<file path="config.mk">
export PLATFORM = sky130hd
export DESIGN_NAME = pcie_rx
export DESIGN_NICKNAME = d
export VERILOG_FILES = /design/src/hififo_rx_pkg.sv /design/src/pcie_rx.sv /design/src/rx_read_queue.sv /design/src/rx_addr_track.sv /design/src/rx_dword_align.sv /design/src/rx_tlp_control.sv
export SDC_FILE = /design/constraint.sdc
export NUM_CORES = 1
export LEC_CHECK = 0
export BUFFER_PORTS_ARGS = -buffer_cell sky130_fd_sc_hd__buf_2
export CAP_MARGIN = 40
export CORE_MARGIN = 4
export CORE_UTILIZATION = 60
export CTS_BUF_LIST = sky130_fd_sc_hd__clkbuf_4 sky130_fd_sc_hd__clkbuf_8
export DETAILED_ROUTE_END_ITERATION = 10
export PLACE_DENSITY = 0.79
export SLEW_MARGIN = 0
export SYNTH_ARGS = -nofsm -noshare
export SYNTH_HDL_FRONTEND = slang
export SYNTH_SLANG_ARGS = --single-unit
</file>
<file path="constraint.sdc">
create_clock -name clock -period 6.9 [get_ports clock]
set_input_delay 0.69 -clock clock [delete_from_list [all_inputs] [get_ports clock]]
set_output_delay 0.69 -clock clock [all_outputs]
set_load 0.02 [all_outputs]
</file>
<file path="src/hififo_rx_pkg.sv">
/* hififo receive package: stream and TLP header field types, header phase
   encoding and the format/type codes the receive path recognizes */
package hififo_rx_pkg;

   // one PCIe dword
   typedef logic [31:0] dword_t;

   // one stream beat, also one output data word
   typedef logic [63:0] beat_t;

   // fmt and type bits of header dword 0, bits 30..24
   typedef logic [6:0] fmt_type_t;

   // length field of header dword 0, in dwords
   typedef logic [9:0] tlp_len_t;

   // queued read request
   // requester id (16), tag (8), dword address bits 9..2 (8)
   typedef logic [31:0] rr_entry_t;

   // where the current beat sits inside the packet
   typedef enum logic [1:0]
   {
      // dwords 0 and 1
      PH_HDR  = 2'd0,
      // dwords 2 and 3
      PH_ADDR = 2'd1,
      // everything after the header
      PH_DATA = 2'd2
   } rx_phase_t;

   // 32 bit memory write, 3 dword header with data
   localparam fmt_type_t FT_MWR32 = 7'b100_0000;

   // completion with data
   localparam fmt_type_t FT_CPLD  = 7'b100_1010;

   // 32 bit memory read, 3 dword header, no data
   localparam fmt_type_t FT_MRD32 = 7'b000_0000;

endpackage
</file>
<file path="src/pcie_rx.sv">
/* PCIe receive path: decodes memory writes, completions and single dword
   reads from the core's stream into data words and a read request queue */
`timescale 1ns/1ps

module pcie_rx
#(
   parameter int RR_DEPTH = 16
)
(
   input  logic                 clock,
   input  logic                 i_rst,
   input  logic                 i_tvalid,
   input  logic                 i_tlast,
   input  hififo_rx_pkg::beat_t i_tdata,
   input  logic                 i_rr_ready,
   output logic                 o_write_valid,
   output logic                 o_completion_valid,
   output logic [5:0]           o_completion_index,
   output logic [7:0]           o_completion_tag,
   output hififo_rx_pkg::beat_t o_data,
   output logic [5:0]           o_address,
   output logic [23:0]          o_rr_rid_tag,
   output logic [7:0]           o_rr_addr,
   output logic                 o_rr_valid
);
   import hififo_rx_pkg::*;

   logic   beat_valid;
   logic   beat_last;
   beat_t  beat;
   dword_t prev_dw;
   logic   shift;
   logic   hdr_capture;
   logic   addr_capture;
   logic   data_step;
   logic   rr_push;

   rx_dword_align u_align
   (
      .clock        (clock),
      .i_rst        (i_rst),
      .i_tvalid     (i_tvalid),
      .i_tlast      (i_tlast),
      .i_tdata      (i_tdata),
      .i_shift      (shift),
      .o_beat_valid (beat_valid),
      .o_beat_last  (beat_last),
      .o_beat       (beat),
      .o_prev_dw    (prev_dw),
      .o_data       (o_data)
   );

   rx_tlp_control u_control
   (
      .clock              (clock),
      .i_rst              (i_rst),
      .i_beat_valid       (beat_valid),
      .i_beat_last        (beat_last),
      .i_beat             (beat),
      .o_shift            (shift),
      .o_hdr_capture      (hdr_capture),
      .o_addr_capture     (addr_capture),
      .o_data_step        (data_step),
      .o_rr_push          (rr_push),
      .o_write_valid      (o_write_valid),
      .o_completion_valid (o_completion_valid)
   );

   rx_addr_track u_addr
   (
      .clock              (clock),
      .i_rst              (i_rst),
      .i_beat             (beat),
      .i_hdr_capture      (hdr_capture),
      .i_addr_capture     (addr_capture),
      .i_data_step        (data_step),
      .o_address          (o_address),
      .o_completion_tag   (o_completion_tag),
      .o_completion_index (o_completion_index)
   );

   // record: requester id and tag from held dword 1, address from dword 2
   rx_read_queue #(.RR_DEPTH(RR_DEPTH)) u_rr_queue
   (
      .clock   (clock),
      .i_rst   (i_rst),
      .i_push  (rr_push),
      .i_entry ({prev_dw[31:8], beat[9:2]}),
      .i_pop   (i_rr_ready),
      .o_entry ({o_rr_rid_tag, o_rr_addr}),
      .o_valid (o_rr_valid)
   );

endmodule

</file>
<file path="src/rx_read_queue.sv">
/* read request queue: first-word-fall-through FIFO of pending single dword
   reads, head held in an output register */
`timescale 1ns/1ps

module rx_read_queue
#(
   parameter int RR_DEPTH = 16
)
(
   input  logic                     clock,
   input  logic                     i_rst,
   input  logic                     i_push,
   input  hififo_rx_pkg::rr_entry_t i_entry,
   input  logic                     i_pop,
   output hififo_rx_pkg::rr_entry_t o_entry,
   output logic                     o_valid
);
   import hififo_rx_pkg::*;

   localparam int AW = $clog2(RR_DEPTH);

   rr_entry_t     mem [RR_DEPTH];
   logic [AW-1:0] wr_ptr;
   logic [AW-1:0] rd_ptr;
   // entries in mem, head register not included
   logic [AW:0]   mem_cnt;
   logic [AW:0]   occupancy;
   logic          push_ok;
   logic          head_load;

   // capacity counts the head register too
   assign occupancy = mem_cnt + (AW + 1)'(o_valid);
   assign push_ok   = i_push && (occupancy != (AW + 1)'(RR_DEPTH));
   // refill head when empty or being consumed
   assign head_load = (!o_valid || i_pop) && (mem_cnt != '0);

   // storage, written one cycle before it can reach the head
   always_ff @(posedge clock)
   begin
      if (push_ok)
         mem[wr_ptr] <= i_entry;
   end

   always_ff @(posedge clock)
   begin
      if (head_load)
         o_entry <= mem[rd_ptr];
   end

   // pointers wrap naturally, depth is a power of two
   always_ff @(posedge clock)
   begin
      if (i_rst)
      begin
         wr_ptr  <= '0;
         rd_ptr  <= '0;
         mem_cnt <= '0;
         o_valid <= 1'b0;
      end
      else
      begin
         if (push_ok)
            wr_ptr <= wr_ptr + 1'b1;
         if (head_load)
            rd_ptr <= rd_ptr + 1'b1;
         mem_cnt <= mem_cnt + (AW + 1)'(push_ok) - (AW + 1)'(head_load);
         // pop of an empty queue falls through here unchanged
         if (head_load)
            o_valid <= 1'b1;
         else if (i_pop)
            o_valid <= 1'b0;
      end
   end

endmodule

</file>
<file path="src/rx_addr_track.sv">
/* receive address tracker: captures the header word address and completion
   tag, and steps the completion buffer index per data beat */
`timescale 1ns/1ps

module rx_addr_track
(
   input  logic                 clock,
   input  logic                 i_rst,
   input  hififo_rx_pkg::beat_t i_beat,
   input  logic                 i_hdr_capture,
   input  logic                 i_addr_capture,
   input  logic                 i_data_step,
   output logic [5:0]           o_address,
   output logic [7:0]           o_completion_tag,
   output logic [5:0]           o_completion_index
);
   import hififo_rx_pkg::*;

   // address bits 15..3 of dword 2, a 64 bit word address
   // for completions the tag lands in the upper bits
   logic [12:0] address_q;

   always_ff @(posedge clock)
   begin
      if (i_rst)
         address_q <= '0;
      else if (i_addr_capture)
         address_q <= i_beat[15:3];
   end

   assign o_address        = address_q[5:0];
   assign o_completion_tag = address_q[12:5];

   // bits 40..38 sit in the byte count of a completion header
   // index starts one below the buffer slot, first data beat bumps it
   always_ff @(posedge clock)
   begin
      if (i_rst)
         o_completion_index <= '0;
      else if (i_hdr_capture)
         o_completion_index <= 6'h3f - {i_beat[40:38], 3'b000};
      else if (i_data_step)
         o_completion_index <= o_completion_index + 6'd1;
   end

endmodule

</file>
<file path="src/rx_dword_align.sv">
/* receive dword aligner that registers the stream beat, holds the previous
   high dword and builds the byte-swapped, realigned output word */
`timescale 1ns/1ps

module rx_dword_align
(
   input  logic                  clock,
   input  logic                  i_rst,
   input  logic                  i_tvalid,
   input  logic                  i_tlast,
   input  hififo_rx_pkg::beat_t  i_tdata,
   input  logic                  i_shift,
   output logic                  o_beat_valid,
   output logic                  o_beat_last,
   output hififo_rx_pkg::beat_t  o_beat,
   output hififo_rx_pkg::dword_t o_prev_dw,
   output hififo_rx_pkg::beat_t  o_data
);
   import hififo_rx_pkg::*;

   // PCIe dwords arrive big endian on the wire
   function automatic dword_t endian_swap(input dword_t x);
      endian_swap = {x[7:0], x[15:8], x[23:16], x[31:24]};
   endfunction

   // registered stream valid
   always_ff @(posedge clock)
   begin
      if (i_rst)
         o_beat_valid <= 1'b0;
      else
         o_beat_valid <= i_tvalid;
   end

   // beat and last follow the bus every cycle
   always_ff @(posedge clock)
   begin
      o_beat_last <= i_tlast;
      o_beat      <= i_tdata;
   end

   // current low dword goes on top of the previous high dword
   always_ff @(posedge clock)
   begin
      if (i_shift)
      begin
         o_data    <= {endian_swap(o_beat[31:0]), endian_swap(o_prev_dw)};
         o_prev_dw <= o_beat[63:32];
      end
   end

endmodule

</file>
<file path="src/rx_tlp_control.sv">
/* receive control: tracks the header phase, decodes the packet type and
   issues the capture, shift, push and output strobes */
`timescale 1ns/1ps

module rx_tlp_control
(
   input  logic                 clock,
   input  logic                 i_rst,
   input  logic                 i_beat_valid,
   input  logic                 i_beat_last,
   input  hififo_rx_pkg::beat_t i_beat,
   output logic                 o_shift,
   output logic                 o_hdr_capture,
   output logic                 o_addr_capture,
   output logic                 o_data_step,
   output logic                 o_rr_push,
   output logic                 o_write_valid,
   output logic                 o_completion_valid
);
   import hififo_rx_pkg::*;

   rx_phase_t phase;
   fmt_type_t fmt_type;
   tlp_len_t  tlp_len;

   // packet type flags, latched on the header beat
   logic is_write;
   logic is_cpld;
   logic is_read_1dw;

   // fields of header dword 0, low half of the first beat
   assign fmt_type = i_beat[30:24];
   assign tlp_len  = i_beat[9:0];

   // phase advance, any beat with tlast ends the packet
   always_ff @(posedge clock)
   begin
      if (i_rst)
         phase <= PH_HDR;
      else if (i_beat_valid)
      begin
         if (i_beat_last)
            phase <= PH_HDR;
         else if (phase == PH_HDR)
            phase <= PH_ADDR;
         else
            phase <= PH_DATA;
      end
   end

   // decode type once per packet
   always_ff @(posedge clock)
   begin
      if (i_rst)
      begin
         is_write    <= 1'b0;
         is_cpld     <= 1'b0;
         is_read_1dw <= 1'b0;
      end
      else if (i_beat_valid && (phase == PH_HDR))
      begin
         is_write    <= (fmt_type == FT_MWR32);
         is_cpld     <= (fmt_type == FT_CPLD);
         // only single dword reads are queued
         is_read_1dw <= (fmt_type == FT_MRD32) && (tlp_len == tlp_len_t'(1));
      end
   end

   // registered so they line up with o_data
   always_ff @(posedge clock)
   begin
      if (i_rst)
      begin
         o_write_valid      <= 1'b0;
         o_completion_valid <= 1'b0;
      end
      else
      begin
         o_write_valid      <= i_beat_valid && (phase == PH_DATA) && is_write;
         o_completion_valid <= i_beat_valid && (phase == PH_DATA) && is_cpld;
      end
   end

   // datapath moves on every valid beat, header included
   assign o_shift        = i_beat_valid;
   assign o_hdr_capture  = i_beat_valid && (phase == PH_HDR);
   assign o_addr_capture = i_beat_valid && (phase == PH_ADDR);
   assign o_data_step    = i_beat_valid && (phase == PH_DATA);
   // request record is complete on the address beat
   assign o_rr_push      = i_beat_valid && (phase == PH_ADDR) && is_read_1dw;

endmodule

</file>
======== Yosys cells after proc, flatten, opt, wreduce, memory -nomap -nowiden ========
Memories as Yosys holds them, arrays and structs flattened. A register that Yosys moved wholly into a read port is not among the register bits.
Index checks and enable logic that the tools add are counted.
word-level totals
  bits of input ports ..................... 69
  word-level logic and storage cells ...... 55
  register bits ........................... 202
  memories ................................ 1
  RAM bits ................................ 512
  output and inout port bits .............. 119
memories
  memory          depth  bits a word  rd ports  clocked after memory_dff  write ports  RTL line             source
  u_rr_queue.mem  16     32           1         1                         1            rx_read_queue.sv:22  rr_entry_t mem [RR_DEPTH];
operators by class
  muxes and demuxes ....................... 8
  $add $sub $neg .......................... 7
  equal/unequal tests ..................... 6
  reduce and logical (&&, ||, !) cells .... 16
operators by type and width
  cell                   number
  $eq A7 B7 Y1 const B   2
  $mux W6                2
  $add A5 B1 Y5          2
  $eq A10 B1 Y1 const B  1
  $logic_and A1 B1 Y1    9
  $add A4 B1 Y4 const B  2
  $logic_not A7 Y1       1
  $add A6 B1 Y6 const B  1
  $sub A6 B6 Y6 const A  1
  $ne A5 B5 Y1 const B   1
  $reduce_bool A5 Y1     1
  $sub A5 B1 Y5          1
  $mux W1                4
  $mux W2                2
  $reduce_bool A2 Y1     2
  $eq A2 B1 Y1 const B   1
  $eq A2 B2 Y1 const B   1
  $logic_not A2 Y1       1
  $logic_not A1 Y1       1
  $logic_or A1 B1 Y1     1

======== Longest topological paths before layout ========
  depth in word-level cells ............... 6
  depth in mapped cells ................... 12
  mapped depth without buffers ............ 12

======== By module ========
From an unflattened synthesis, not the netlist that was laid out.
second synthesis, totals
  cell total of the unflattened synthesis .. 1138
  area, all modules ....................... 26497.9 µm²
modules (own cells, without submodules)
  module          sequential area each (µm²)  area an instance (µm²)  cells an instance  instances
  rx_read_queue   16615.9                     21177.8                 864                1
  rx_dword_align  4204.0                      4217.8                  163                1
  rx_addr_track   380.4                       757.0                   74                 1
  rx_tlp_control  140.1                       345.3                   37                 1

======== Worst setup path after synthesis ========
Ideal clock, no wire load.
  path kind ............................... reg-to-reg
  start point ............................. reg u_align.o_beat_valid
  end point ............................... mem u_rr_queue.mem[10][0] (netlist name) (enable)
  path buffers ............................ 2
  required time ........................... 6.508 ns
  period minus slack after synthesis ...... 4.846 ns
  arrival ................................. 4.454 ns
  cell stages (with the launch flop) ...... 7
  setup time .............................. 0.392 ns
  path slack .............................. 2.054 ns
  cells stage by stage .................... dfxtp_1 -> and3b_1 -> clkbuf_1 -> nand2_1 -> a21oi_1 -> buf_2 -> and3_1
on the way
  word-level cells in the longest chain between the ends .. 5
RTL lines
  element                           RTL line              source
  start, declared                   rx_dword_align.sv:13  output logic o_beat_valid,
  start signal, assigned            rx_dword_align.sv:32  o_beat_valid <= i_tvalid;
  $logic_and A1 B1 Y1 (2 in a row)  rx_tlp_control.sv:90  assign o_rr_push = i_beat_valid && (phase == PH_ADDR) && is_read_1dw;
  $logic_and A1 B1 Y1               rx_read_queue.sv:33   assign push_ok = i_push && (occupancy != (AW + 1)'(RR_DEPTH));
  via u_rr_queue.push_ok            rx_read_queue.sv:28   logic push_ok;
  $mux W1                           rx_read_queue.sv:40   if (push_ok)
  $mux W1 (implied by the code)     rx_read_queue.sv:41   mem[wr_ptr] <= i_entry;
  end, declared                     rx_read_queue.sv:22
The timed path passes the listed nets, and every way through them passes these cells.

======== Worst setup path in the final report ========
  start point ............................. reg u_align.o_beat_valid
  end point ............................... mem u_rr_queue.mem[1][17] (netlist name) (enable)
on the way
  word-level cells in the longest chain between the ends .. 5
RTL lines
  element                           RTL line
  $logic_and A1 B1 Y1 (2 in a row)  rx_tlp_control.sv:90
  $logic_and A1 B1 Y1               rx_read_queue.sv:33
  $mux W1                           rx_read_queue.sv:40
  $mux W1 (implied by the code)     rx_read_queue.sv:41
No other way between the ends.

==> results.md <==
- Crit path capture type: flop
- Gpl congestion: approximately 0.80
- Final setup TNS: 0 ns
- CP max stage delay: ~0.79 ns
- Clock share of power: approximately 33%
- Sw Pwr: 2.665 mW
- Slew margin rel.: approximately a third
- Clock tree root driver cell: clkbuf_8
- Asr flop ratio synth: 0%
- Register area share after synthesis: about 80%
- Antenna violations before repair: 0
- YS warnings: 0
- CTS tree: done
- Mean Syn Cell Area: 23.03 µm²
- CP top delay family: simple AND/OR/NAND/NOR gates
- Post-CTS Repair Setup Buffers: 0
- Power per standard cell area: 346.0 nW/µm²
- Area leader, netlist: edfxtp_1
- Main combinational cell family by area after synthesis: multiplexers
- Mux cell area share after synthesis: approximately 14%
- Final Critical Period: between 3 and 4 ns
- Latest clock arrival within the worst-skew pair: a little under 0.7 ns
- Global route overflow: 0
- Fmax: 0.2755 GHz
- Crit Path Category: reg -> reg
- Net Sw Frac: roughly a quarter
- NumNets Final: 1511
- Mapped Nets: between 1000 and 1500
- Post-Layout Cell Count: 2094
- Adder-cell area share of the yosys netlist: less than 1%
- CP max-delay cell: a21oi_1
- CTS buffer count: 110
- First-pass GRT wire length: 79.61 mm
- Unrepaired setup endpoints after global routing: false
- Via Count: roughly 12000
- Detailed Route Iter0 Violations: between 1000 and 1500
- Vias in the first global route: around 13000
- # fillers: 2497
- Syn Std Cell Area: approximately 26000 µm²
- Worst Path Arrival: ~4.0 ns
- Ant diodes: 0
- Clock transition at path regs: roughly 0.06 ns
- Top FF cell, synth: edfxtp_1
- TritonRoute pass-1 iters: 5
- Area share of xor/xnor cells in the synthesized design: 0.3313%
- Maximum VDD drop: ~0.00021 V
- Period utilization: roughly 53%
- Area of the multi-input gates: 4807 µm²
- Outcome: finished clean
- Critical path startpoint category: flop
- Number of remaining DRC errors: 0
- Die Wd: approximately 220 µm
- P&R area growth vs syn: 15.60%
- Slew Viols, Final: 0
- Fin area: a little over 30000 µm²
- Number of synthesized flops with an enable pin: 640
- DP Wirelength: ~31 mm
- H-tree depth: 3
- CTS resizes: 0
- Largest net degree at the start of global routing: 59
- Logic pwr share: 16.5%
- Synth Area in Simple Gates: under 10%
- Part of the power in registers: around half
- Worst Path Buf+Inv: 1
- Final antenna-violating net count: 0
- DR vias/cell: 5.860
- Transition time of the tightest slew-check pin: between 1 and 1.5 ns
- WP data required: 7.26 ns
- Synth Instances: between 1000 and 1500
- Reg area: between 20000 and 25000 µm²
- Top cells by area, synth: edfxtp_1 73%, mux4_2 14%, dfxtp_1 8.0%
- Fraction of layout cells with a size suffix above 1: 38.44%
- Post-synthesis register bit count: between 700 and 800
- Post-synth cell types: 40
- Cell Area, Placed: 28360 µm²
- Max cap viols: 0
- Synth top area share: between 70 and 80%
- WL per Instance: roughly 25 µm
- Pre-CTS WS: around 3.4 ns
- CP Cell Sequence: and3b_1, nand2_1, a21oi_1, and3_2, buf_16
- Clk sinks: roughly 750
- Placed insts: 1898
- Io pins: between 150 and 200
- Commonest non-fill, non-tap cell in the layout: edfxtp_1
- Total GRT Usage: approximately 22%
- Routed wire length: approximately 52 mm
- Pint: 7.906 mW
- Final Skew: about 0.041 ns
- Hold_buf cts: 0
- Core footprint: approximately 43000 µm²
- Die Y-Extent: approximately 220 µm
- Final setup violation count: 0
- Commonest non-fill, non-tap cells in the layout: 640 x edfxtp_1, 187 x buf_2, 160 x mux4_2, 125 x clkbuf_8, 101 x dfxtp_1
- Hold crit path type: in -> reg
- Leak: 10.23 nW
- Final Power: ~11 mW
- Row Count: 76
- Die ar.: roughly 47000 µm²
- Clock buffer depth: 3
- Critical Path Fanout Max: 49
- Final worst slack: approximately 3.3 ns
- I/O Buffers: around 190
- Post-synthesis compound-gate area fraction: 0.8426%
- Starting density of the core: about three fifths
- Hold Vio Cnt, Final: 0
==> cells by family (layout without fill, tap and decap cells) <==
family | after synthesis | count (layout)
flops | 746 | 746
fa+ha+maj | 17 | 17
compound gates | 39 | 39
buf+inv | 58 | 419
mux | 165 | 165
xor+xnor | 10 | 10
simple gates | 113 | 113
==> state kept, by name, summed over array words and instances, names as in the netlist, 5 cells and up <==
register,flops
u_rr_queue.o_entry,32
u_align.o_beat,64
u_rr_queue.mem_cnt,5
u_align.o_prev_dw,32
u_align.o_data,64
u_rr_queue.mem,512
u_addr.address_q,13
u_addr.o_completion_index,6
==> synthesized netlist by cell type, types with 3 or more instances <==
library cell / instances
a211oi_1: 4
a21o_1: 3
a21oi_1: 25
and2_1: 6
and3_1: 13
buf_1: 12
buf_2: 7
buf_6: 11
clkbuf_1: 18
dfxtp_1: 106
edfxtp_1: 640
ha_1: 16
inv_1: 9
mux2_2: 3
mux4_2: 160
nand2_1: 32
nand3_1: 8
nor2_1: 19
nor2b_1: 11
nor3b_1: 4
nor4_1: 3
o21ai_0: 4
xnor2_1: 6
xor2_1: 4
==> power groups by stage <==
stage                     clock [mW]  combinational [mW]  sequential [mW]
final                           3.47                1.74             5.36
after floorplan                    0                1.19             5.50
after global placement             0                1.60             5.53
after CTS                       3.53                1.78             5.36
after global routing            3.77                1.87             5.39
after detailed placement           0                1.77             5.45
==> metal layers <==
metal	share of wire [%]	track usage, %
met5	0	0
met4	2.4	7.457
met3	7.0	4.960
met2	51	36.74
met1	40	30.75
==> stage by stage <==
| step | util [%] | hold WS (ns) |
|---|---|---|
| floorplan | - | 0.3855 |
| global placement | 64.50 | 0.3856 |
| detailed placement | 65.56 | 0.3887 |
| CTS | 70.62 | 0.04531 |
| global route | 70.62 | 0.04999 |
| finish | 70.62 | 0.1075 |
==> path summary, 6_finish.rpt <==
check / depth (start not counted) / startpoint / slack (ns) / end
worst max register to register: 5 / u_align.o_beat_valid / 3.27 / u_rr_queue.mem[1][17]
worst min register to register: 0 / u_align.o_beat[41] / 0.40 / u_align.o_prev_dw[9]
worst max-delay path: 5 / u_align.o_beat_valid / 3.27 / u_rr_queue.mem[1][17]
worst min-delay path: 1 / i_tdata[8] / 0.11 / u_align.o_beat[8]
==> area by class of cell <==
cell class | count | area share (%)
sequential | 746 | 69.89
multi-input combinational | 344 | 15.73
clock buffer | 168 | 6.687
timing repair buffer | 214 | 4.705
tap | 585 | 2.395
clock inverter | 28 | 0.4832
inverter | 9 | 0.1106
Note: power is estimated with default switching activity, not from simulation.
